`config.mk`:
```
export PLATFORM = sky130hd
export DESIGN_NAME = fetchStage
export DESIGN_NICKNAME = d
export VERILOG_FILES = /design/src/logic/cpuPkg.sv /design/src/logic/fetchStage.sv
export SDC_FILE = /design/constraint.sdc
export NUM_CORES = 2
export LEC_CHECK = 0
export ABC_AREA = 1
export BUFFER_PORTS_ARGS = -buffer_cell sky130_fd_sc_hd__buf_4
export CAP_MARGIN = 20
export CELL_PAD_IN_SITES_DETAIL_PLACEMENT = 0
export CELL_PAD_IN_SITES_GLOBAL_PLACEMENT = 1
export CORE_MARGIN = 10
export CORE_UTILIZATION = 30
export CTS_CLUSTER_SIZE = 16
export DETAILED_ROUTE_END_ITERATION = 16
export GPL_ROUTABILITY_DRIVEN = 0
export GPL_TIMING_DRIVEN = 0
export HOLD_SLACK_MARGIN = 0.08
export PLACE_DENSITY_LB_ADDON = 0.1
export SYNTH_ARGS = -nofsm -noshare
export SYNTH_HDL_FRONTEND = slang
export SYNTH_SLANG_ARGS = --single-unit
```
`constraint.sdc`:
```
create_clock -name clk -period 4.4 [get_ports clk]
set_input_delay 0.44 -clock clk [delete_from_list [all_inputs] [get_ports clk]]
set_output_delay 0.44 -clock clk [all_outputs]
set_load 0.05 [all_outputs]
```
`src/logic/cpuPkg.sv`:
```
// Shared sizes, MIPS encodings and pipeline record types, referenced by scoped name from every stage
package cpuPkg;

	// *********************************************************
	// Sizes
	// *********************************************************
	localparam int dataWidth = 32;
	localparam int regAddrWidth = 5;
	localparam int imemDepth = 64;
	localparam int dmemDepth = 64;
	localparam int imemAddrWidth = $clog2(imemDepth);
	localparam int dmemAddrWidth = $clog2(dmemDepth);

	// Opcode field, instr[31:26]
	localparam logic [5:0] opRtype = 6'h00;
	localparam logic [5:0] opJ     = 6'h02;
	localparam logic [5:0] opBeq   = 6'h04;
	localparam logic [5:0] opAddi  = 6'h08;
	localparam logic [5:0] opLw    = 6'h23;
	localparam logic [5:0] opSw    = 6'h2b;

	// Funct field of R-type, instr[5:0]
	localparam logic [5:0] functAdd = 6'h20;
	localparam logic [5:0] functSub = 6'h22;
	localparam logic [5:0] functAnd = 6'h24;
	localparam logic [5:0] functOr  = 6'h25;
	localparam logic [5:0] functSlt = 6'h2a;

	typedef enum logic [2:0] {
		aluAdd,
		aluSub,
		aluAnd,
		aluOr,
		aluSlt
	} aluOpT;

	// *********************************************************
	// Control bundle and pipeline records
	// *********************************************************
	typedef struct packed {
		logic  regWrite;
		logic  memRead;
		logic  memWrite;
		logic  branch;
		logic  aluSrcImm;
		aluOpT aluOp;
	} ctrlT;

	typedef struct packed {
		logic                 valid;
		logic [dataWidth-1:0] instr;
		logic [dataWidth-1:0] pcPlus4;
	} ifIdT;

	typedef struct packed {
		logic                    valid;
		ctrlT                    ctrl;
		logic [dataWidth-1:0]    rsValue;
		logic [dataWidth-1:0]    rtValue;
		logic [dataWidth-1:0]    imm;
		logic [regAddrWidth-1:0] rs;
		logic [regAddrWidth-1:0] rt;
		logic [regAddrWidth-1:0] dest;
		logic [dataWidth-1:0]    branchTarget;
	} idExT;

	typedef struct packed {
		logic                    valid;
		logic                    regWrite;
		logic                    memRead;
		logic                    memWrite;
		logic [dataWidth-1:0]    aluResult;
		logic [dataWidth-1:0]    storeValue;
		logic [regAddrWidth-1:0] dest;
	} exMemT;

	// Also the retire record seen at the top level
	typedef struct packed {
		logic                    valid;
		logic                    regWrite;
		logic [regAddrWidth-1:0] dest;
		logic [dataWidth-1:0]    result;
	} memWbT;

	typedef struct packed {
		logic                 taken;
		logic [dataWidth-1:0] target;
	} redirectT;

	typedef struct packed {
		logic                 valid;
		logic [dataWidth-1:0] addr;
		logic [dataWidth-1:0] data;
	} storeT;

	typedef struct packed {
		logic                     writeEn;
		logic [imemAddrWidth-1:0] addr;
		logic [dataWidth-1:0]     instr;
	} imemLoadT;

endpackage

```
`src/logic/fetchStage.sv`:
```
// Fetch stage with PC, instruction memory loaded over imemLoad, next-PC choice and IF/ID register
module fetchStage (
	input  logic             clk,
	input  logic             rst,
	input  cpuPkg::imemLoadT imemLoad,
	input  logic             stall,
	input  cpuPkg::redirectT jumpRedirect,
	input  cpuPkg::redirectT branchRedirect,
	output cpuPkg::ifIdT     ifId
);

	logic [cpuPkg::dataWidth-1:0] imem [cpuPkg::imemDepth];
	logic [cpuPkg::dataWidth-1:0] pc;
	logic [cpuPkg::dataWidth-1:0] pcPlus4;
	logic [cpuPkg::dataWidth-1:0] nextPc;
	logic [cpuPkg::dataWidth-1:0] instr;
	logic                         squash;

	// Program image written while the core sits in reset
	always_ff @(posedge clk) begin
		if (imemLoad.writeEn) begin
			imem[imemLoad.addr] <= imemLoad.instr;
		end
	end

	// Word addressed fetch
	assign instr = imem[pc[cpuPkg::imemAddrWidth+1:2]];
	assign pcPlus4 = pc + 32'd4;

	// Branch beats jump, either beats the stall hold
	always_comb begin
		if (branchRedirect.taken) begin
			nextPc = branchRedirect.target;
		end else if (jumpRedirect.taken) begin
			nextPc = jumpRedirect.target;
		end else if (stall) begin
			nextPc = pc;
		end else begin
			nextPc = pcPlus4;
		end
	end

	assign squash = branchRedirect.taken | jumpRedirect.taken;

	always_ff @(posedge clk) begin
		if (rst) begin
			pc <= '0;
			ifId.valid <= 1'b0;
		end else begin
			pc <= nextPc;
			if (squash) begin
				ifId.valid <= 1'b0;
			end else if (!stall) begin
				ifId.valid <= 1'b1;
				ifId.instr <= instr;
				ifId.pcPlus4 <= pcPlus4;
			end
		end
	end

endmodule

```
==> run metrics <==
WL per Instance=31.2 µm; Max FO, Critical Path=10; VDD IR max=315 µV; CTS Buffer Depth=4; first-pass GRT wire length=493,000 µm; worst setup path category=reg -> reg; GRT Util Overall=a little under a quarter; Mapped Cells=7,041; overall power=47.2 mW; vias in the first global route=57,534; Avg Cell Area, Syn=12.4 µm²; Critical Path RT=5.00 ns; Clock Tree Root=clkbuf_16; first-pass iteration count of the detailed router=7; post-synthesis register bit count=2,145; CP cell instances=buf_2 > inv_4 > buf_2 > clkbuf_1 > o211ai_1 > nand3_1 > nand2_1 > nand2_1 > nand2_1 > inv_1 > nand2_1; top cells by area, synth=edfxtp_1 (73%), nor2_1 (6.7%), o21ai_0 (5.2%), nand2_1 (2.6%), o211ai_1 (2.5%); setup TNS=0 ns; ys async rst share=0%; Post-synth EDFFs=2,112; synthesized area=between 80,000 and 90,000 µm²; Fill cells=28,259; CORE AREA=288,000 µm²; fin crit period=4.25 ns; Pwr Density=455 nW/µm²; CTS clk-pin slew, worst paths=0.06 ns; crit-path leading delay family=buffers and inverters; slowest stage cell, crit path=clkbuf_1; clock latency at the later pin of the worst-skew pair=0.94 ns; final cycle utilization of the critical path=96.6%; max cap viols=0; Yosys warnings=0; library cells used by synthesis=38; Syn Nets=a little over 7,000; CP peak stage delay=0.95 ns; crit path launch type=flip-flop; die height=558 µm; Synth top area share=72.9%; Max Slew Vio Count=0; Routed Antenna Nets=0; Leak=34.4 nW; Worst Hold Class=in -> reg; Layout area overhead=19.3%; CP Capture Type=flip-flop; Critical Path Most Common Cell=nand2_1; final worst slack=0.148 ns; initial antenna violation count=28; Die Wd=558 µm; CP Buf/Inv Count=5; Finish-stage setup viols=0; fmax=~0.24 GHz; clock sink count=between 2,000 and 2,500; Worst Path Arrival=4.85 ns; proportion of layout cells with a drive suffix above 1=11.8%; drc violations=0; pin count of the biggest net entering global routing=65; final WL=363,000 µm; First DRT Iteration DRCs=between 6,000 and 7,000; H-tree depth=4; IO Port Bufs=166; area leader, netlist=edfxtp_1; slew margin rel.=20.7%; Std-Cell Rows=around 200; outcome=complete, no violations; Clock Skews=~0.046 ns; Die ar.=312,000 µm²; Initial Util=30.2%; final hold violations=0; Main synth FF type=edfxtp_1; Nets=7,767; Place WS=0.234 ns; Congestion Overflow GR=0; CTS tree=built; number of CTS-inserted buffers=244; dpl hpwl=253,000 µm; RSZ-0062 raised after global routing=false; Ports=roughly 170; worst-margin pin slew=1.19 ns; DR vias=59,735; via/cell ratio=5.13; sequential area share after synthesis=73.7%
[repair_timing]
action | CTS | global route
setup buffers | 0 | 0
gates resized for setup | 0 | 0
hold endpoints to repair | 189 | 24
hold buffers | 69 | 1
[kinds of logic (layout without fill, tap and decap cells)]
logic type | count (synthesis) | after routing | synth area share [%]
simple gates | 2728 | 2728 | 12.7
flops | 2145 | 2145 | 73.7
compound gates | 1519 | 1519 | 9.75
buf+inv | 634 | 1444 | 3.68
xor+xnor | 14 | 14 | 0.141
fa+ha+maj | 1 | 1 | 0.0144
other cells | 0 | 10 | 0
[routing by layer]
| metal | up-vias | global-route usage [%] | wire (µm) |
|---|---|---|---|
| li1 | 26639 | - | - |
| met1 | 30522 | 31.4 | 159000 |
| met2 | 2083 | 36.4 | 167000 |
| met3 | 487 | 2.95 | 22600 |
| met4 | 4 | 8.12 | 15100 |
| met5 | - | 0 | 27 |
[synth_stat cells, types with 5 or more instances]
cell type and count:
nor2_1 1554, inv_1 162, or2_2 23, o21ai_1 153, buf_6 61, clkbuf_1 214, a21oi_1 149, nand3_1 371
nor3_1 128, nor4_1 8, o21ai_0 905, buf_4 27, o211ai_1 288, dfxtp_1 33, nand4_1 10, buf_8 8
nor2_2 13, buf_2 82, nand2_1 606, nand3b_1 5, xnor2_1 10, buf_1 69, edfxtp_1 2112, o211ai_2 20
[layout make-up]
type | instances | area, µm² | share of cell area, %
antenna | 10 | 25.0 | 0.0241
buffer | 468 | 2590 | 2.50
clock buffer | 310 | 6350 | 6.12
clock inverter | 129 | 905 | 0.872
inverter | 166 | 627 | 0.604
multi-input combinational | 4262 | 20200 | 19.4
sequential | 2145 | 64100 | 61.8
tap | 3781 | 4730 | 4.56
timing repair buffer | 371 | 4270 | 4.12
[final timing paths]
path              cells past startpoint  slack (ns)           end         start
setup / recovery                     11        0.15      ifId[32]         pc[4]
hold / removal                        1        0.13  imem[18][29]  imemLoad[29]
setup reg to reg                     11        0.15      ifId[32]         pc[4]
hold reg to reg                       0        0.43       ifId[0]         pc[0]
[sequential cells by signal, indices dropped and copies added (netlist names)]
register,cells
imem,2048
ifId,65
pc,32
[layout by cell type, fill, tap and decap left out, types with 12 or more instances in the layout]
cell type and n:
dlygate4sd3_1 70, buf_8 18, nor2_4 59, buf_4 235, nand3_1 371, nor2_2 13
buf_12 52, bufinv_16 12, o211ai_1 288, clkbuf_1 270, nor2_1 1497, dfxtp_1 33
clkbuf_16 244, nor3_1 128, clkinv_2 36, buf_2 83, buf_1 68, nand2_1 606
o21ai_1 153, inv_1 162, or2_2 23, buf_16 31, clkinv_1 74, o211ai_2 20
edfxtp_1 2112, buf_6 65, clkbuf_2 13, a21oi_1 149, o21ai_0 905
[through the flow]
stage / instances / util (%) / hold WS, ns / area [µm²]
final: 11642 / 36.0 / 0.131 / 104000
after global placement: 10988 / 32.2 / 0.421 / 93000
after floorplan: 7041 / - / 0.409 / 87000
after CTS: 11630 / 36.0 / 0.106 / 104000
after global routing: 11634 / 36.0 / 0.139 / 104000
after detailed placement: 11122 / 33.2 / 0.415 / 95700
[report_power, final]
| part | total [mW] | internal (mW) | switching, mW | leakage (nW) |
|---|---|---|---|---|
| logic | 5.27 | 1.24 | 4.02 | 11.6 |
| clock network | 19.2 | 10.8 | 8.42 | 3.55 |
| registers | 22.7 | 22.6 | 0.0674 | 19.3 |
| total | 47.2 | 34.7 | 12.5 | 34.4 |
No activity file was read; power rests on OpenSTA's default activity.
