`src/logic/cpuPkg.sv`:
```
// Shared sizes, MIPS encodings and pipeline record types, referenced by scoped name from every stage
package cpuPkg;

	// *********************************************************
	// Sizes
	// *********************************************************
	localparam int dataWidth = 32;
	localparam int regAddrWidth = 5;
	localparam int imemDepth = 64;
	localparam int dmemDepth = 64;
	localparam int imemAddrWidth = $clog2(imemDepth);
	localparam int dmemAddrWidth = $clog2(dmemDepth);

	// Opcode field, instr[31:26]
	localparam logic [5:0] opRtype = 6'h00;
	localparam logic [5:0] opJ     = 6'h02;
	localparam logic [5:0] opBeq   = 6'h04;
	localparam logic [5:0] opAddi  = 6'h08;
	localparam logic [5:0] opLw    = 6'h23;
	localparam logic [5:0] opSw    = 6'h2b;

	// Funct field of R-type, instr[5:0]
	localparam logic [5:0] functAdd = 6'h20;
	localparam logic [5:0] functSub = 6'h22;
	localparam logic [5:0] functAnd = 6'h24;
	localparam logic [5:0] functOr  = 6'h25;
	localparam logic [5:0] functSlt = 6'h2a;

	typedef enum logic [2:0] {
		aluAdd,
		aluSub,
		aluAnd,
		aluOr,
		aluSlt
	} aluOpT;

	// *********************************************************
	// Control bundle and pipeline records
	// *********************************************************
	typedef struct packed {
		logic  regWrite;
		logic  memRead;
		logic  memWrite;
		logic  branch;
		logic  aluSrcImm;
		aluOpT aluOp;
	} ctrlT;

	typedef struct packed {
		logic                 valid;
		logic [dataWidth-1:0] instr;
		logic [dataWidth-1:0] pcPlus4;
	} ifIdT;

	typedef struct packed {
		logic                    valid;
		ctrlT                    ctrl;
		logic [dataWidth-1:0]    rsValue;
		logic [dataWidth-1:0]    rtValue;
		logic [dataWidth-1:0]    imm;
		logic [regAddrWidth-1:0] rs;
		logic [regAddrWidth-1:0] rt;
		logic [regAddrWidth-1:0] dest;
		logic [dataWidth-1:0]    branchTarget;
	} idExT;

	typedef struct packed {
		logic                    valid;
		logic                    regWrite;
		logic                    memRead;
		logic                    memWrite;
		logic [dataWidth-1:0]    aluResult;
		logic [dataWidth-1:0]    storeValue;
		logic [regAddrWidth-1:0] dest;
	} exMemT;

	// Also the retire record seen at the top level
	typedef struct packed {
		logic                    valid;
		logic                    regWrite;
		logic [regAddrWidth-1:0] dest;
		logic [dataWidth-1:0]    result;
	} memWbT;

	typedef struct packed {
		logic                 taken;
		logic [dataWidth-1:0] target;
	} redirectT;

	typedef struct packed {
		logic                 valid;
		logic [dataWidth-1:0] addr;
		logic [dataWidth-1:0] data;
	} storeT;

	typedef struct packed {
		logic                     writeEn;
		logic [imemAddrWidth-1:0] addr;
		logic [dataWidth-1:0]     instr;
	} imemLoadT;

endpackage

```
`src/logic/memoryStage.sv`:
```
// Memory stage with word-addressed data memory, store reporting and the MEM/WB register
module memoryStage (
	input  logic          clk,
	input  logic          rst,
	input  cpuPkg::exMemT exMem,
	output cpuPkg::memWbT memWb,
	output cpuPkg::storeT store
);

	logic [cpuPkg::dataWidth-1:0]     dmem [cpuPkg::dmemDepth];
	logic [cpuPkg::dmemAddrWidth-1:0] wordAddr;
	logic [cpuPkg::dataWidth-1:0]     loadData;
	logic                             doStore;

	// Byte address in, low two bits dropped
	assign wordAddr = exMem.aluResult[cpuPkg::dmemAddrWidth+1:2];
	assign loadData = dmem[wordAddr];
	assign doStore = exMem.valid && exMem.memWrite;

	always_ff @(posedge clk) begin
		if (doStore) begin
			dmem[wordAddr] <= exMem.storeValue;
		end
	end

	// One-cycle strobe per executed sw
	assign store.valid = doStore;
	assign store.addr = exMem.aluResult;
	assign store.data = exMem.storeValue;

	always_ff @(posedge clk) begin
		if (rst) begin
			memWb.valid <= 1'b0;
			memWb.regWrite <= 1'b0;
		end else begin
			memWb.valid <= exMem.valid;
			memWb.regWrite <= exMem.regWrite;
			memWb.dest <= exMem.dest;
			memWb.result <= exMem.memRead ? loadData : exMem.aluResult;
		end
	end

endmodule

```
`config.mk`:
```
export PLATFORM = sky130hd
export DESIGN_NAME = memoryStage
export DESIGN_NICKNAME = d
export VERILOG_FILES = /design/src/logic/cpuPkg.sv /design/src/logic/memoryStage.sv
export SDC_FILE = /design/constraint.sdc
export NUM_CORES = 2
export LEC_CHECK = 0
export ABC_CLOCK_PERIOD_IN_PS = 6010
export CAP_MARGIN = 10
export CORE_MARGIN = 3
export CORE_UTILIZATION = 40
export CTS_CLUSTER_SIZE = 24
export DETAILED_ROUTE_END_ITERATION = 10
export DONT_BUFFER_PORTS = 1
export PLACE_DENSITY = 0.55
export SKIP_LAST_GASP = 1
export SLEW_MARGIN = 40
export SYNTH_ARGS = -nofsm -noshare
export SYNTH_HDL_FRONTEND = slang
export SYNTH_SLANG_ARGS = --single-unit
```
`constraint.sdc`:
```
create_clock -name clk -period 6.01 [get_ports clk]
set_input_delay 0.3005 -clock clk [delete_from_list [all_inputs] [get_ports clk]]
set_output_delay 0.3005 -clock clk [all_outputs]
set_load 0.03 [all_outputs]
```
==> results.sh <==
export IMPL_crit_chain="buf_16, buf_16, buf_16, nor2b_4, buf_4, a221oi_1, o21ai_0, o221ai_1, o32a_1, dlygate4sd3_1"
export IMPL_utilization=0.465
export IMPL_wl_per_cell_um=37.4
export IMPL_crit_path_start_kind="input port"
export IMPL_ant_nets=0
export IMPL_combPwrFrac=0.059
export IMPL_powerDensity_mw_per_mm2=334
export IMPL_hpwl_um=153000
export IMPL_clock_sinks=2087
export IMPL_grt_max_degree=485
export IMPL_switching_share=0.227
export IMPL_skew_ns=0.0368
export IMPL_clockPowerShare=0.422
export IMPL_critPathMaxFanout=123
export IMPL_min_to="memWb[3]$_DFFE_PN_"
export IMPL_grt_use_total=0.261
export IMPL_ys_seq_area_frac=0.776
export IMPL_cts_max_path_buffers=3
export IMPL_critPathSlowestCell="nor2b_4"
export IMPL_synth_area_mm2=0.0808
export IMPL_switchingPower_uw=7060
export IMPL_fmax_ghz=0.205
export IMPL_crit_arrival_ns=5.49
export IMPL_root_buffer="clkbuf_16"
export IMPL_cts_reportedPaths_clkPinSlew_ns=0.06
export IMPL_worstReg2RegStart="dmem[25][15]$_DFFE_PP_"
export IMPL_hold_start="exMem[70]"
export IMPL_r2r_end="memWb[15]$_DFFE_PN_"
export IMPL_rr_worst_depth=7
export IMPL_cp_top_family="buffers and inverters"
export IMPL_drc=0
export IMPL_rsz0062_at_grt="false"
export IMPL_period_share=0.812
export IMPL_finalSetupViolCount=0
export IMPL_start_util=0.403
export IMPL_syn_nets=4397
export IMPL_power_frac_seq=0.519
export IMPL_hold_viol=0
export IMPL_drv_cap=0
export IMPL_cpMostUsedCell="buf_16"
export IMPL_critPathKind="in -> reg"
export IMPL_first_global_vias=43400
export IMPL_io_pins=179
export IMPL_synth_cells=4322
export IMPL_ir_worst_vdd_mv=0.310
export IMPL_drt_initial_drc_count=6904
export IMPL_reg2reg_slack_ns=2.81
export IMPL_overflow=0
export IMPL_routed_via_count=45600
export IMPL_area_growth_pct=15.3
export IMPL_path_buf_inv=5
export IMPL_post_cts_setup_buffers=0
export IMPL_gp_congestion=0.842
export IMPL_placed_cell_area_mm2=0.0840
export IMPL_p_leak_uw=0.0294
export IMPL_maxSlewViolCount=0
export IMPL_design_die_area_mm2=0.207
export IMPL_min_path_type="in -> reg"
export IMPL_first_pass_iters=6
export IMPL_fin_area_mm2=0.0931
export IMPL_avgSynthCellArea_um2=18.7
export IMPL_relSlewSlack=0.355
export IMPL_cp_end_kind="flop"
export IMPL_holdPathStages=3
export IMPL_grt_first_pass_wirelength_um=373000
export IMPL_worstSkewPairLatency_ns=0.86
export IMPL_async_flop_share=0
export IMPL_layout_commonest_cell="edfxtp_1"
export IMPL_row_count=164
export IMPL_nNetsFinal=4531
export IMPL_die_x_um=455
export IMPL_coreArea_mm2=0.200
export IMPL_port_buffers=0
export IMPL_h_tree_depth=4
export IMPL_fillers=17000
export IMPL_slowest_delay_ns=0.68
export IMPL_synth_seq_cells=2087
export IMPL_viasPerCell=6.22
export IMPL_cts_tree="yes"
export IMPL_synth_main_ff_cell="edfxtp_1"
export IMPL_drt_total_wl_um=274000
export IMPL_antenna_found_initial=34
export IMPL_synth_cell_types=71
export IMPL_final_layout_size_suffix_gt1_frac=0.191
export IMPL_final_cell_mix="edfxtp_1 (2085), mux2i_1 (290), clkbuf_16 (217)"
export IMPL_tns_ns=0
export IMPL_synth_edf_count=2085
export IMPL_finalCriticalPeriod_ns=4.88
export IMPL_fp_dieH_um=455
export IMPL_critPathRequiredTime_ns=6.62
export IMPL_cts_buffers=213
export IMPL_status="finished, final reports clean"
export IMPL_intPower_uw=24100
export IMPL_ys_warnings_count=0
export IMPL_tightest_slew_ns=0.957
## cell usage after synthesis (all sizes together) (5+ instances only)
cell	number	area [µm²]
o221ai	17	149
a21oi	127	636
o21ai	121	606
a22o	32	280
nand2b	5	31.3
a31oi	23	144
nand3	32	160
o2111ai	10	87.6
and3	5	31.3
buf	276	1810
a22oi	193	1450
o32a	17	170
a221o	20	200
mux2i	294	2940
o22ai	80	500
and2	8	50.1
edfxtp	2085	62600
o2bb2ai	17	149
clkbuf	83	312
o22a	9	78.8
mux4	134	3020
a211oi	14	105
nand2	96	363
nor2	179	674
o211ai	14	105
a222oi	9	90.1
a221oi	199	1760
mux2	145	1630
nor2b	11	68.8
nand3b	5	37.5
## final cells by class
| class | count | area (µm²) | area share |
|---|---|---|---|
| Inverter | 5 | 27.5 | 0.000296 |
| Sequential cell | 2087 | 62700 | 0.673 |
| Clock buffer | 253 | 5570 | 0.0598 |
| Antenna cell | 41 | 103 | 0.00110 |
| Multi-Input combinational cell | 1871 | 16600 | 0.179 |
| Clock inverter | 144 | 1330 | 0.0143 |
| Timing Repair Buffer | 278 | 3490 | 0.0375 |
| Tap cell | 2656 | 3320 | 0.0357 |
## power by group through the flow
stage / clock, µW / sequential (µW) / combinational [µW]
detailed placement: 0 / 16500 / 1170
finish: 13100 / 16200 / 1820
floorplan: 0 / 16500 / 891
CTS: 13300 / 16200 / 1600
global route: 13800 / 16200 / 1880
global placement: 0 / 16500 / 1170
## tightest hold or removal path: stages
cell	delay [ns]
buf_12	0.19
o221ai_1	0.10
o32a_1	0.17
## through the flow
step / total power (µW) / cells / worst slack (ns) / hold slack [ns]
global placement: 17700 / 6749 / 2.21 / 0.375
CTS: 31100 / 7281 / 2.62 / 0.00420
detailed placement: 17700 / 6760 / 2.25 / 0.379
floorplan: 17400 / 4322 / 2.51 / 0.372
global route: 31900 / 7296 / 1.19 / 0.00232
finish: 31100 / 7335 / 1.13 / 0.0599
## worst max path at each step
stage	startpoint	endpoint	slack, ns	depth (start not counted)
3_3_place_gp	exMem[72]	dmem[37][20]$_DFFE_PP_	2.21	4
2_1_floorplan	exMem[41]	dmem[13][0]$_DFFE_PP_	2.51	9
6_report	exMem[41]	memWb[19]$_DFFE_PN_	1.13	10
4_1_cts	exMem[40]	memWb[15]$_DFFE_PN_	2.62	8
3_5_place_dp	exMem[40]	memWb[15]$_DFFE_PN_	2.25	7
5_1_grt	exMem[41]	memWb[19]$_DFFE_PN_	1.19	10
## metal layers
metal  GRT usage  up-vias  wire [µm]
li1            -    18200          -
met1       0.372    24100     110000
met2       0.395     2867     124000
met3      0.0623      449      29900
met4      0.0882       10      10000
met5           0        -        238
## kinds of logic (layout without fill, tap and decap cells)
| group | count (synthesis) | after routing | synth area share |
|---|---|---|---|
| buffers and inverters | 364 | 680 | 0.0264 |
| multiplexers | 573 | 573 | 0.0941 |
| flip-flops | 2087 | 2087 | 0.776 |
| AO/OA/AOI/OAI | 931 | 931 | 0.0839 |
| AND/OR/NAND/NOR | 367 | 367 | 0.0198 |
| other | 0 | 41 | 0 |
## flip-flops by register name, indices dropped and copies added, names as in the netlist
name and flops:
dmem 2048, memWb 39
## timing repair
action | 4_1_cts | 5_1_grt
endpoints found under the hold margin | 2092 | 0
endpoints found under the setup margin | 0 | 0
hold buffers | 124 | 0
resized for setup | 0 | 0
Note: power is estimated with default switching activity, not from simulation.
