===== src/logic/cpuPkg.sv =====
// Shared sizes, MIPS encodings and pipeline record types, referenced by scoped name from every stage
package cpuPkg;

	// *********************************************************
	// Sizes
	// *********************************************************
	localparam int dataWidth = 32;
	localparam int regAddrWidth = 5;
	localparam int imemDepth = 64;
	localparam int dmemDepth = 64;
	localparam int imemAddrWidth = $clog2(imemDepth);
	localparam int dmemAddrWidth = $clog2(dmemDepth);

	// Opcode field, instr[31:26]
	localparam logic [5:0] opRtype = 6'h00;
	localparam logic [5:0] opJ     = 6'h02;
	localparam logic [5:0] opBeq   = 6'h04;
	localparam logic [5:0] opAddi  = 6'h08;
	localparam logic [5:0] opLw    = 6'h23;
	localparam logic [5:0] opSw    = 6'h2b;

	// Funct field of R-type, instr[5:0]
	localparam logic [5:0] functAdd = 6'h20;
	localparam logic [5:0] functSub = 6'h22;
	localparam logic [5:0] functAnd = 6'h24;
	localparam logic [5:0] functOr  = 6'h25;
	localparam logic [5:0] functSlt = 6'h2a;

	typedef enum logic [2:0] {
		aluAdd,
		aluSub,
		aluAnd,
		aluOr,
		aluSlt
	} aluOpT;

	// *********************************************************
	// Control bundle and pipeline records
	// *********************************************************
	typedef struct packed {
		logic  regWrite;
		logic  memRead;
		logic  memWrite;
		logic  branch;
		logic  aluSrcImm;
		aluOpT aluOp;
	} ctrlT;

	typedef struct packed {
		logic                 valid;
		logic [dataWidth-1:0] instr;
		logic [dataWidth-1:0] pcPlus4;
	} ifIdT;

	typedef struct packed {
		logic                    valid;
		ctrlT                    ctrl;
		logic [dataWidth-1:0]    rsValue;
		logic [dataWidth-1:0]    rtValue;
		logic [dataWidth-1:0]    imm;
		logic [regAddrWidth-1:0] rs;
		logic [regAddrWidth-1:0] rt;
		logic [regAddrWidth-1:0] dest;
		logic [dataWidth-1:0]    branchTarget;
	} idExT;

	typedef struct packed {
		logic                    valid;
		logic                    regWrite;
		logic                    memRead;
		logic                    memWrite;
		logic [dataWidth-1:0]    aluResult;
		logic [dataWidth-1:0]    storeValue;
		logic [regAddrWidth-1:0] dest;
	} exMemT;

	// Also the retire record seen at the top level
	typedef struct packed {
		logic                    valid;
		logic                    regWrite;
		logic [regAddrWidth-1:0] dest;
		logic [dataWidth-1:0]    result;
	} memWbT;

	typedef struct packed {
		logic                 taken;
		logic [dataWidth-1:0] target;
	} redirectT;

	typedef struct packed {
		logic                 valid;
		logic [dataWidth-1:0] addr;
		logic [dataWidth-1:0] data;
	} storeT;

	typedef struct packed {
		logic                     writeEn;
		logic [imemAddrWidth-1:0] addr;
		logic [dataWidth-1:0]     instr;
	} imemLoadT;

endpackage


===== src/logic/executeStage.sv =====
// Execute stage with operand forwarding, ALU, beq resolution and the EX/MEM register
module executeStage (
	input  logic             clk,
	input  logic             rst,
	input  cpuPkg::idExT     idEx,
	input  cpuPkg::memWbT    memWb,
	output cpuPkg::exMemT    exMem,
	output cpuPkg::redirectT branchRedirect
);

	logic [cpuPkg::dataWidth-1:0] opA;
	logic [cpuPkg::dataWidth-1:0] opB;
	logic [cpuPkg::dataWidth-1:0] aluB;
	logic [cpuPkg::dataWidth-1:0] aluResult;
	logic                         sltBit;

	// *********************************************************
	// Forwarding
	// *********************************************************

	// Youngest producer wins, register 0 is never forwarded
	function automatic logic [cpuPkg::dataWidth-1:0] forward(
		input logic [cpuPkg::regAddrWidth-1:0] idx,
		input logic [cpuPkg::dataWidth-1:0]    regValue
	);
		if (idx == '0) begin
			return regValue;
		end else if (exMem.valid && exMem.regWrite && (exMem.dest == idx)) begin
			return exMem.aluResult;
		end else if (memWb.valid && memWb.regWrite && (memWb.dest == idx)) begin
			return memWb.result;
		end
		return regValue;
	endfunction

	always_comb begin
		opA = forward(idEx.rs, idEx.rsValue);
		opB = forward(idEx.rt, idEx.rtValue);
	end

	assign aluB = idEx.ctrl.aluSrcImm ? idEx.imm : opB;

	// *********************************************************
	// ALU
	// *********************************************************
	assign sltBit = $signed(opA) < $signed(aluB);

	always_comb begin
		case (idEx.ctrl.aluOp)
			cpuPkg::aluAdd: aluResult = opA + aluB;
			cpuPkg::aluSub: aluResult = opA - aluB;
			cpuPkg::aluAnd: aluResult = opA & aluB;
			cpuPkg::aluOr:  aluResult = opA | aluB;
			cpuPkg::aluSlt: aluResult = {{(cpuPkg::dataWidth-1){1'b0}}, sltBit};
			default:        aluResult = opA + aluB;
		endcase
	end

	// Equality on the forwarded operands, squash happens upstream
	assign branchRedirect.taken = idEx.valid && idEx.ctrl.branch && (opA == opB);
	assign branchRedirect.target = idEx.branchTarget;

	// *********************************************************
	// EX/MEM register
	// *********************************************************
	always_ff @(posedge clk) begin
		if (rst) begin
			exMem.valid <= 1'b0;
			exMem.regWrite <= 1'b0;
			exMem.memRead <= 1'b0;
			exMem.memWrite <= 1'b0;
		end else begin
			exMem.valid <= idEx.valid;
			// Effects only for a live entry
			exMem.regWrite <= idEx.valid && idEx.ctrl.regWrite;
			exMem.memRead <= idEx.valid && idEx.ctrl.memRead;
			exMem.memWrite <= idEx.valid && idEx.ctrl.memWrite;
			exMem.aluResult <= aluResult;
			exMem.storeValue <= opB;
			exMem.dest <= idEx.dest;
		end
	end

endmodule


===== config.mk =====
export PLATFORM = sky130hd
export DESIGN_NAME = executeStage
export DESIGN_NICKNAME = d
export VERILOG_FILES = /design/src/logic/cpuPkg.sv /design/src/logic/executeStage.sv
export SDC_FILE = /design/constraint.sdc
export NUM_CORES = 1
export LEC_CHECK = 0
export CAP_MARGIN = 10
export CORE_AREA = 2 2 149 115
export DETAILED_ROUTE_END_ITERATION = 6
export DIE_AREA = 0 0 151 117
export DONT_BUFFER_PORTS = 1
export PLACE_DENSITY = 0.74
export SYNTH_ARGS = -nofsm -noshare
export SYNTH_HDL_FRONTEND = slang
export SYNTH_SLANG_ARGS = --single-unit

===== constraint.sdc =====
create_clock -name clk -period 5.6 [get_ports clk]
set_input_delay 0.84 -clock clk [delete_from_list [all_inputs] [get_ports clk]]
set_output_delay 0.84 -clock clk [all_outputs]
set_load 0.01 [all_outputs]

==> impl_metrics.ini <==
[pwr]
p_leak_nw = 4.881
power.internal_mw = 1.435
power_density_nw_per_um2 = 226.7
power.share.clock = 0.278
irDropWorstVdd_uv = 124.6
switching_power_mw = 0.9164
p_seq_frac = 0.323
swShare = 0.3897
comb_power_share = 0.399

[synth]
synth_edf_count = 69
synth_seq_area_share = 0.2263
ys_ff_latch = 73
ys_types = 75
synth.area.top_cells = edfxtp_1 22%, ha_1 13%, mux2i_1 6.8%
synth_top_area_share = 0.2179
synthesis.area_um2 = 9509
ys.flop_type = edfxtp_1
synth_top_area_cell = edfxtp_1
ys.warnings.count = 0
syn-num-nets = 1503
syn_avg_cell_area_um2 = 7.846
synthArstFlopShare = 0
synthCells = 1212

[timing]
maxSlewViolCount = 0
period_share = 0.9494
fmaxAchievable_mhz = 188.1
worst_slew_pin_slew_ns = 1.343
fin_crit_ns = 5.317
rsz0062_at_grt = false
setup_viol = 0
finalHoldViolCount = 0
slew_headroom = 0.1037
finClkSkew_ns = 0.01252

[worst_setup_path]
path_class = reg2reg
start_kind = flip-flop
crit_path_max_incr_delay_ns = 0.65
path_cells = xor2_1 > nor4_4 > nand4_4 > a21oi_4 > buf_4 > buf_4 > o21ai_0 > o21ai_0 > ha_1 > and3_1 > nand3_1 > o21ai_0 > buf_4 > a211oi_1 > buf_4 > o21bai_1 > a21oi_1 > o2bb2ai_1 > a211oi_1
critical-path-top-delay-family = compound AO/OA/AOI/OAI gates
cp_common_cell = buf_4
cp.buffers_inverters = 4
arrival_ns = 5.41
reg2reg_to = exMem[67]
required_ns = 5.70
rr_worst_depth = 19
r2r_setup_slack_ns = 0.28
cp-end-kind = flip-flop
rr_startpoint = exMem[4]
critPathMaxFanout = 20
cpMaxStageDelayCell = o21ai_0

[cts]
tritoncts = yes
clkSinkCount = 73
clock_latency_ns = 0.36
numCtsBuffers = 9
clk_pin_slew_ns = 0.07
clockBufferDepth = 2
h-tree-depth = 3
clockRootBuffer = clkbuf_16

[die]
die-width_um = 151
die_area_um2 = 17670
io_pins = 299
die_h_um = 117
start_util = 0.5829
coreArea_um2 = 16310
rows = 41

[run_status]
status = complete, no violations

[route]
routedWlPerCell_um = 25.18
viasPerCell = 6.603
dr.pass1.iters = 7
drt_wl_total_mm = 36.36
ant_nets = 0
drt_iter0_drc = 1177
drc = 0
routed-via-count = 9535

[global_route]
gr-usage-all-layers = 0.4000
grt.met3_usage = 0.1860
antenna_found_initial = 1
grt_busiest_layer = met1
grt_pass1_wl_mm = 52.28
use_met2 = 0.5479
use_met1 = 0.5568
grt-ovfl-total = 0
grt_start_max_net_pins = 65
grt_pass1_vias = 8565

[min_path]
min_to = exMem[3]
holdPathStages = 0
min_from = idEx[35]
hp-class = in2reg

[finish]
area_delta_synth_final_pct = 9.078
final_area_um2 = 10370
fin_util = 0.6358
drive_above_1_share = 0.1182
stdcell_count = 1444
largest_reg_flops = 73
regArea_um2 = 2152
multiInputGateArea_um2 = 6404
largestRegisters = exMem: 73 flops
n_fill_cell = 1429
final_nets = 1513
top_register = exMem

[placement]
placed_cells = 1426
postPlaceCellArea_um2 = 10030
hpwl_mm = 28.75
port_buffers = 0
gp_congestion = 1.067

[run]
drv_cap = 0
==> what timing repair did <==
action | in CTS | in global routing
hold buffers | 0 | 0
buffers inserted | 0 | 0
resized for setup | 0 | 4
endpoints found under the hold margin | 0 | 0
endpoints found under the setup margin | 0 | 4
==> stage by stage <==
stage / power [mW] / worst slack [ns] / TNS [ns] / hold WS, ns
after detailed placement: 1.661 / -0.008312 / -0.008312 / 0.9288
final: 2.351 / 0.2834 / 0 / 0.5787
after global routing: 2.440 / 0.01998 / 0 / 0.5775
after CTS: 2.304 / 0.2426 / 0 / 0.5798
after floorplan: 1.366 / 0.3536 / 0 / 0.7632
after global placement: 1.656 / 0.03640 / 0 / 0.9263
==> worst max-delay path by stage <==
stage	from	end	slack [ns]	cells past startpoint
2_1_floorplan	idEx[41]	exMem[63]	0.35	21
3_3_place_gp	idEx[37]	exMem[37]	0.04	18
3_5_place_dp	idEx[37]	exMem[37]	-0.008	18
4_1_cts	exMem[4]	exMem[37]	0.24	18
5_1_grt	exMem[4]	exMem[67]	0.02	19
6_report	exMem[4]	exMem[67]	0.28	19
==> kinds of logic after synthesis <==
family,share of synthesized area
AOI/OAI and AO/OA,0.2584
xor gates and xnor gates,0.05066
and+or+nand+nor,0.1579
DFF,0.2263
buffers and inverters,0.1066
muxes,0.06960
adders and majority gates,0.1305
==> final cells by class <==
cell class              count  area share
clock inverters             6    0.008926
flip-flops and latches     73      0.2075
well taps                 215     0.02593
diodes                      2   0.0004825
clock buffers              10     0.02207
multi-input cells         911      0.6174
repair buffers             95     0.06996
inverters                 132     0.04777
==> cell usage in the layout, fill, tap and decap left out, types with 25 or more instances in the layout <==
cell type	instances
a21o_1	25
mux2i_1	65
ha_1	96
a21oi_1	85
buf_4	94
nor2_1	98
xnor2_1	42
o21ai_0	98
nand2_1	116
edfxtp_1	69
inv_1	130
==> power by group through the flow <==
stage | registers (mW) | clock network (mW) | logic [mW]
floorplan | 0.736 | 0 | 0.629
global placement | 0.767 | 0 | 0.890
detailed placement | 0.768 | 0 | 0.893
CTS | 0.756 | 0.647 | 0.900
global route | 0.764 | 0.665 | 1.01
finish | 0.759 | 0.654 | 0.938
==> worst reg2reg max path, cell delays in order (launching register included) <==
cell and delay [ns]:
edfxtp_1 0.51, xor2_1 0.25, nor4_4 0.39, nand4_4 0.18, a21oi_4 0.30, buf_4 0.26
buf_4 0.26, o21ai_0 0.27, o21ai_0 0.65, ha_1 0.47, and3_1 0.26, nand3_1 0.09
o21ai_0 0.07, buf_4 0.17, a211oi_1 0.24, buf_4 0.17, o21bai_1 0.07, a21oi_1 0.20
o2bb2ai_1 0.15, a211oi_1 0.09
==> layer usage <==
| layer | wire length [um] | up-vias |
|---|---|---|
| met5 | 0 | - |
| met4 | 1179 | 0 |
| met3 | 5886 | 88 |
| met2 | 14370 | 706 |
| met1 | 14920 | 4454 |
| li1 | - | 4287 |
==> synth_stat cells (15+ instances only) <==
library cell	count
nor2b_1	20
a21o_1	25
o22ai_1	19
mux2i_1	65
o21ai_0	100
inv_1	131
xnor2_1	43
o221ai_1	16
buf_2	15
clkbuf_1	43
nand2_1	116
a21oi_1	86
nor2_1	98
ha_1	96
buf_4	37
edfxtp_1	69
Power figures use the tool's default switching activity.
