### src/logic/cpuPkg.sv
// Shared sizes, MIPS encodings and pipeline record types, referenced by scoped name from every stage
package cpuPkg;

	// *********************************************************
	// Sizes
	// *********************************************************
	localparam int dataWidth = 32;
	localparam int regAddrWidth = 5;
	localparam int imemDepth = 64;
	localparam int dmemDepth = 64;
	localparam int imemAddrWidth = $clog2(imemDepth);
	localparam int dmemAddrWidth = $clog2(dmemDepth);

	// Opcode field, instr[31:26]
	localparam logic [5:0] opRtype = 6'h00;
	localparam logic [5:0] opJ     = 6'h02;
	localparam logic [5:0] opBeq   = 6'h04;
	localparam logic [5:0] opAddi  = 6'h08;
	localparam logic [5:0] opLw    = 6'h23;
	localparam logic [5:0] opSw    = 6'h2b;

	// Funct field of R-type, instr[5:0]
	localparam logic [5:0] functAdd = 6'h20;
	localparam logic [5:0] functSub = 6'h22;
	localparam logic [5:0] functAnd = 6'h24;
	localparam logic [5:0] functOr  = 6'h25;
	localparam logic [5:0] functSlt = 6'h2a;

	typedef enum logic [2:0] {
		aluAdd,
		aluSub,
		aluAnd,
		aluOr,
		aluSlt
	} aluOpT;

	// *********************************************************
	// Control bundle and pipeline records
	// *********************************************************
	typedef struct packed {
		logic  regWrite;
		logic  memRead;
		logic  memWrite;
		logic  branch;
		logic  aluSrcImm;
		aluOpT aluOp;
	} ctrlT;

	typedef struct packed {
		logic                 valid;
		logic [dataWidth-1:0] instr;
		logic [dataWidth-1:0] pcPlus4;
	} ifIdT;

	typedef struct packed {
		logic                    valid;
		ctrlT                    ctrl;
		logic [dataWidth-1:0]    rsValue;
		logic [dataWidth-1:0]    rtValue;
		logic [dataWidth-1:0]    imm;
		logic [regAddrWidth-1:0] rs;
		logic [regAddrWidth-1:0] rt;
		logic [regAddrWidth-1:0] dest;
		logic [dataWidth-1:0]    branchTarget;
	} idExT;

	typedef struct packed {
		logic                    valid;
		logic                    regWrite;
		logic                    memRead;
		logic                    memWrite;
		logic [dataWidth-1:0]    aluResult;
		logic [dataWidth-1:0]    storeValue;
		logic [regAddrWidth-1:0] dest;
	} exMemT;

	// Also the retire record seen at the top level
	typedef struct packed {
		logic                    valid;
		logic                    regWrite;
		logic [regAddrWidth-1:0] dest;
		logic [dataWidth-1:0]    result;
	} memWbT;

	typedef struct packed {
		logic                 taken;
		logic [dataWidth-1:0] target;
	} redirectT;

	typedef struct packed {
		logic                 valid;
		logic [dataWidth-1:0] addr;
		logic [dataWidth-1:0] data;
	} storeT;

	typedef struct packed {
		logic                     writeEn;
		logic [imemAddrWidth-1:0] addr;
		logic [dataWidth-1:0]     instr;
	} imemLoadT;

endpackage

### src/logic/decodeStage.sv
// Decode stage with control decode, register file, jump redirect, load-use stall and ID/EX register
module decodeStage (
	input  logic             clk,
	input  logic             rst,
	input  cpuPkg::ifIdT     ifId,
	input  cpuPkg::memWbT    memWb,
	input  cpuPkg::redirectT branchRedirect,
	output cpuPkg::idExT     idEx,
	output logic             stall,
	output cpuPkg::redirectT jumpRedirect
);

	logic [cpuPkg::dataWidth-1:0]    regs [2**cpuPkg::regAddrWidth];
	logic [5:0]                      opcode;
	logic [5:0]                      funct;
	logic [cpuPkg::regAddrWidth-1:0] rs;
	logic [cpuPkg::regAddrWidth-1:0] rt;
	logic [cpuPkg::regAddrWidth-1:0] rd;
	logic [cpuPkg::regAddrWidth-1:0] dest;
	logic [cpuPkg::dataWidth-1:0]    imm;
	logic [cpuPkg::dataWidth-1:0]    rsValue;
	logic [cpuPkg::dataWidth-1:0]    rtValue;
	cpuPkg::ctrlT                    ctrl;
	logic                            isJump;
	logic                            usesRs;
	logic                            usesRt;
	logic                            wbWrite;

	assign opcode = ifId.instr[31:26];
	assign rs = ifId.instr[25:21];
	assign rt = ifId.instr[20:16];
	assign rd = ifId.instr[15:11];
	assign funct = ifId.instr[5:0];
	assign imm = {{16{ifId.instr[15]}}, ifId.instr[15:0]};

	// Immediate forms write rt
	assign dest = (opcode == cpuPkg::opRtype) ? rd : rt;

	// *********************************************************
	// Main control
	// *********************************************************
	always_comb begin
		ctrl = '0;
		ctrl.aluOp = cpuPkg::aluAdd;
		isJump = 1'b0;
		case (opcode)
			cpuPkg::opRtype: begin
				ctrl.regWrite = 1'b1;
				case (funct)
					cpuPkg::functAdd: ctrl.aluOp = cpuPkg::aluAdd;
					cpuPkg::functSub: ctrl.aluOp = cpuPkg::aluSub;
					cpuPkg::functAnd: ctrl.aluOp = cpuPkg::aluAnd;
					cpuPkg::functOr:  ctrl.aluOp = cpuPkg::aluOr;
					cpuPkg::functSlt: ctrl.aluOp = cpuPkg::aluSlt;
					default:          ctrl.regWrite = 1'b0;
				endcase
			end
			cpuPkg::opAddi: begin
				ctrl.regWrite = 1'b1;
				ctrl.aluSrcImm = 1'b1;
			end
			cpuPkg::opLw: begin
				ctrl.regWrite = 1'b1;
				ctrl.memRead = 1'b1;
				ctrl.aluSrcImm = 1'b1;
			end
			cpuPkg::opSw: begin
				ctrl.memWrite = 1'b1;
				ctrl.aluSrcImm = 1'b1;
			end
			cpuPkg::opBeq: begin
				ctrl.branch = 1'b1;
				ctrl.aluOp = cpuPkg::aluSub;
			end
			cpuPkg::opJ: isJump = 1'b1;
			// Anything else falls through as a no-op
			default: ;
		endcase
		// A write to register 0 is dropped here and never retires
		if (dest == '0) begin
			ctrl.regWrite = 1'b0;
		end
	end

	// *********************************************************
	// Register file with write-back bypass
	// *********************************************************
	assign wbWrite = memWb.valid && memWb.regWrite && (memWb.dest != '0);

	always_ff @(posedge clk) begin
		if (wbWrite) begin
			regs[memWb.dest] <= memWb.result;
		end
	end

	function automatic logic [cpuPkg::dataWidth-1:0] readReg(
		input logic [cpuPkg::regAddrWidth-1:0] idx
	);
		if (idx == '0) begin
			return '0;
		end else if (wbWrite && (memWb.dest == idx)) begin
			return memWb.result;
		end
		return regs[idx];
	endfunction

	always_comb begin
		rsValue = readReg(rs);
		rtValue = readReg(rt);
	end

	// Load in ID/EX feeding an operand of the instruction in IF/ID
	assign usesRs = ctrl.regWrite | ctrl.memWrite | ctrl.branch;
	assign usesRt = (ctrl.regWrite & ~ctrl.aluSrcImm) | ctrl.memWrite | ctrl.branch;
	assign stall = ifId.valid && idEx.valid && idEx.ctrl.memRead && (idEx.dest != '0)
		&& ((usesRs && (idEx.dest == rs)) || (usesRt && (idEx.dest == rt)));

	// Jump target keeps the upper PC region
	assign jumpRedirect.taken = ifId.valid && isJump;
	assign jumpRedirect.target = {ifId.pcPlus4[31:28], ifId.instr[25:0], 2'b00};

	always_ff @(posedge clk) begin
		if (rst) begin
			idEx.valid <= 1'b0;
		end else begin
			// Bubble on a stall or behind a taken branch
			idEx.valid <= ifId.valid && !stall && !branchRedirect.taken;
			idEx.ctrl <= ctrl;
			idEx.rsValue <= rsValue;
			idEx.rtValue <= rtValue;
			idEx.imm <= imm;
			idEx.rs <= rs;
			idEx.rt <= rt;
			idEx.dest <= dest;
			idEx.branchTarget <= ifId.pcPlus4 + {imm[29:0], 2'b00};
		end
	end

endmodule

### config.mk
export PLATFORM = sky130hd
export DESIGN_NAME = decodeStage
export DESIGN_NICKNAME = d
export VERILOG_FILES = /design/src/logic/cpuPkg.sv /design/src/logic/decodeStage.sv
export SDC_FILE = /design/constraint.sdc
export NUM_CORES = 1
export LEC_CHECK = 0
export BUFFER_PORTS_ARGS = -buffer_cell sky130_fd_sc_hd__clkbuf_2
export CAP_MARGIN = 20
export CORE_MARGIN = 2
export CORE_UTILIZATION = 65
export DETAILED_ROUTE_END_ITERATION = 7
export PLACE_DENSITY = 0.83
export SETUP_SLACK_MARGIN = 0.3
export SLEW_MARGIN = 10
export SYNTH_ARGS = -nofsm -noshare
export SYNTH_HDL_FRONTEND = slang
export SYNTH_SLANG_ARGS = --single-unit
### constraint.sdc
create_clock -name clk -period 7.85 [get_ports clk]
set_input_delay 0.785 -clock clk [delete_from_list [all_inputs] [get_ports clk]]
set_output_delay 0.785 -clock clk [all_outputs]
set_load 0.02 [all_outputs]
==> out/metrics.yaml <==
status: "completed"
cp_slowest_stage_delay_ns: 0.88
tns_ns: 0
cts_setup_buffers: 0
num_vias: 31200
place_hpwl_microns: 80700
grt_use_total_pct: 37.4
yosysTopAreaCellShare_pct: 64.8
crit_required_ns: 7.07
cts_num_sinks: 1160
nFillCells: 4428
crit_buf_inv: 3
fin_ws_ns: 3.87
maxSlewHeadroom_pct: 31.2
crit_chain: "buf_6 -> buf_4 -> xor2_1 -> nor3_1 -> nand3_1 -> o21ai_0 -> o311a_1 -> clkbuf_2"
die_area_sq_um: 84900
worstSetupPathType: "input pin to output pin"
met2_length_microns: 75800
avgSynthCellArea_sq_um: 21.2
first_iter_violations: 5026
r2r_end: "idEx[79]"
path_clk_slew_ns: 0.07
routed.top_layer: "met5"
synth_top_area_cell: "edfxtp_1"
holdPathStages: 2
h-tree-depth: 3
worstSetupStartpointType: "input pin"
fin_area_sq_um: 60200
area_growth_pct: 12.1
r2r-start: "regs[7][0]"
clockBufferDepth: 3
drive_gt1_share_pct: 41.4
min_path_type: "input pin to flip-flop"
avgRoutedWirePerCell_microns: 39.0
row_count: 105
postPlaceCellArea_sq_um: 56400
rsz0062_at_grt: "no"
fmax_mhz: 251
clock_skew_ns: 0.0260
fp.dieW_microns: 291
total_power_mw: 13.9
yosysWarnings: 0
p_leak_nw: 19.6
synth_seq_cells: 1160
cts_resized: 0
synthesis.area_sq_um: 53700
synth_edf_count: 1159
power_density_nw_per_um2: 232
die_h_microns: 291
worst-path-stages: 8
fin_crit_sh_pct: 50.7
route.met3.wl_microns: 20700
coreArea_sq_um: 82000
worst_pin_slew_ns: 1.03
wirelength_met1_microns: 50000
synth_ff_type: "edfxtp_1"
gp_congestion: 0.933
start_util_pct: 65.5
setup_viol_count_final: 0
drc_errors: 0
cts_buffers: 114
grt.overflow.total: 0
synth_seq_area_share_pct: 64.8
synthDistinctLibCells: 58
io_pins: 325
maxSlewViolCount: 0
pre_cts_ws_ns: 3.36
fin_crit_ns: 3.98
cp_max_fo: 36
async_flop_share_pct: 0
grt_max_degree: 129
synth_area_leaders: "edfxtp_1, mux4_2, mux2i_1, ha_1, buf_4"
critPathArrivalTime_ns: 3.20
cp-end-kind: "output pin"
min_from: "branchRedirect[32]"
drt_wl_total_microns: 155000
whs_endpoint: "idEx[151]"
antenna_found_initial: 7
r2r_cells: 6
nNetsFinal: 2981
critPathSlowestCell: "buf_4"
clock_latency_ns: 0.70
final_common_cell: "edfxtp_1"
first_pass_iters: 5
hold_viol_final: 0
root_buffer: "clkbuf_16"
synthCells: 2531
grt_pass1_vias: 32200
viasPerCell: 7.85
path_delay_family: "buffers and inverters"
final_cell_mix: "edfxtp_1, mux4_2, clkbuf_2, clkbuf_16, nand2_1"
io_buffers: 290
cts_tree: "built"
r2r_slack_ns: 5.58
cap_viol_max_count: 0
irDropWorstVdd_uv: 196
grt_pass1_wl_microns: 225000
ant_nets: 0
hold_buffers: 0
[worst max path at each step]
stage,startpoint,to
floorplan,rst,idEx[0]
global placement,ifId[48],idEx[105]
detailed placement,ifId[48],idEx[98]
CTS,ifId[55],stall
global route,ifId[55],stall
finish,ifId[55],stall
[layer usage]
metal,GRT usage (%),up-vias
li1,-,11500
met1,49.8,16200
met2,59.1,2963
met3,9.02,567
met4,18.4,6
met5,0,-
[flip-flops by register name, summed over array words and instances, names as in the netlist]
name,flops
idEx,136
regs,1024
[Yosys cell counts, types with 5 or more instances]
cell and instances:
nand2_1 82, and4_1 5, a21oi_1 23, buf_2 54, nor2_1 58, nand3_1 11
mux2i_1 68, a21o_1 12, ha_1 29, nor3_1 7, mux4_2 640, xnor2_1 28
o21ai_0 70, edfxtp_1 1159, clkbuf_1 89, buf_1 28, buf_4 48, o211ai_1 5
inv_1 16, nand3b_1 5, xor2_1 17, o21bai_1 5, and3_1 6
[worst reg2reg max path: cells and delay by family (launching register included)]
| kind | cells | cell delay (ns) |
|---|---|---|
| AOI/OAI and AO/OA | 1 | 0.16 |
| DFF | 1 | 0.43 |
| muxes | 3 | 1.22 |
| and+or+nand+nor | 2 | 0.17 |
[logic make-up (layout without fill, tap and decap cells)]
group	count (synthesis)	after routing	share of synthesized area, %
xor gates and xnor gates	45	45	0.734
and+or+nand+nor	202	202	1.75
muxes	711	711	28.2
other	1	36	0.00698
DFF	1160	1160	64.8
adders and majority gates	30	30	0.713
AOI/OAI and AO/OA	147	147	1.70
buffers and inverters	235	580	2.10
[area by class of cell]
type | instances | area, sq um | area share, %
repair buffers | 351 | 2060 | 3.43
clock buffers | 139 | 3010 | 5.00
well taps | 1070 | 1340 | 2.22
flip-flops and latches | 1160 | 34800 | 57.8
diodes | 2 | 5.00 | 0.00831
multi-input cells | 1169 | 18100 | 30.1
clock inverters | 74 | 759 | 1.26
inverters | 16 | 65.1 | 0.108
[per-stage QoR]
stage,hold slack [ns],std cells,util [%]
after floorplan,0.862,2564,-
after global placement,0.870,3763,68.8
after detailed placement,0.851,3763,68.8
after CTS,0.237,3976,73.4
after global routing,0.246,3981,73.4
final,0.258,3981,73.4
[report_power, final]
part / internal (mW) / total, mW / leakage [nW] / switching (mW)
combinational: 0.558 / 1.33 / 7.24 / 0.768
clock: 3.21 / 5.59 / 1.84 / 2.37
sequential: 6.97 / 7.03 / 10.6 / 0.0626
(Power assumes the default switching activity.)
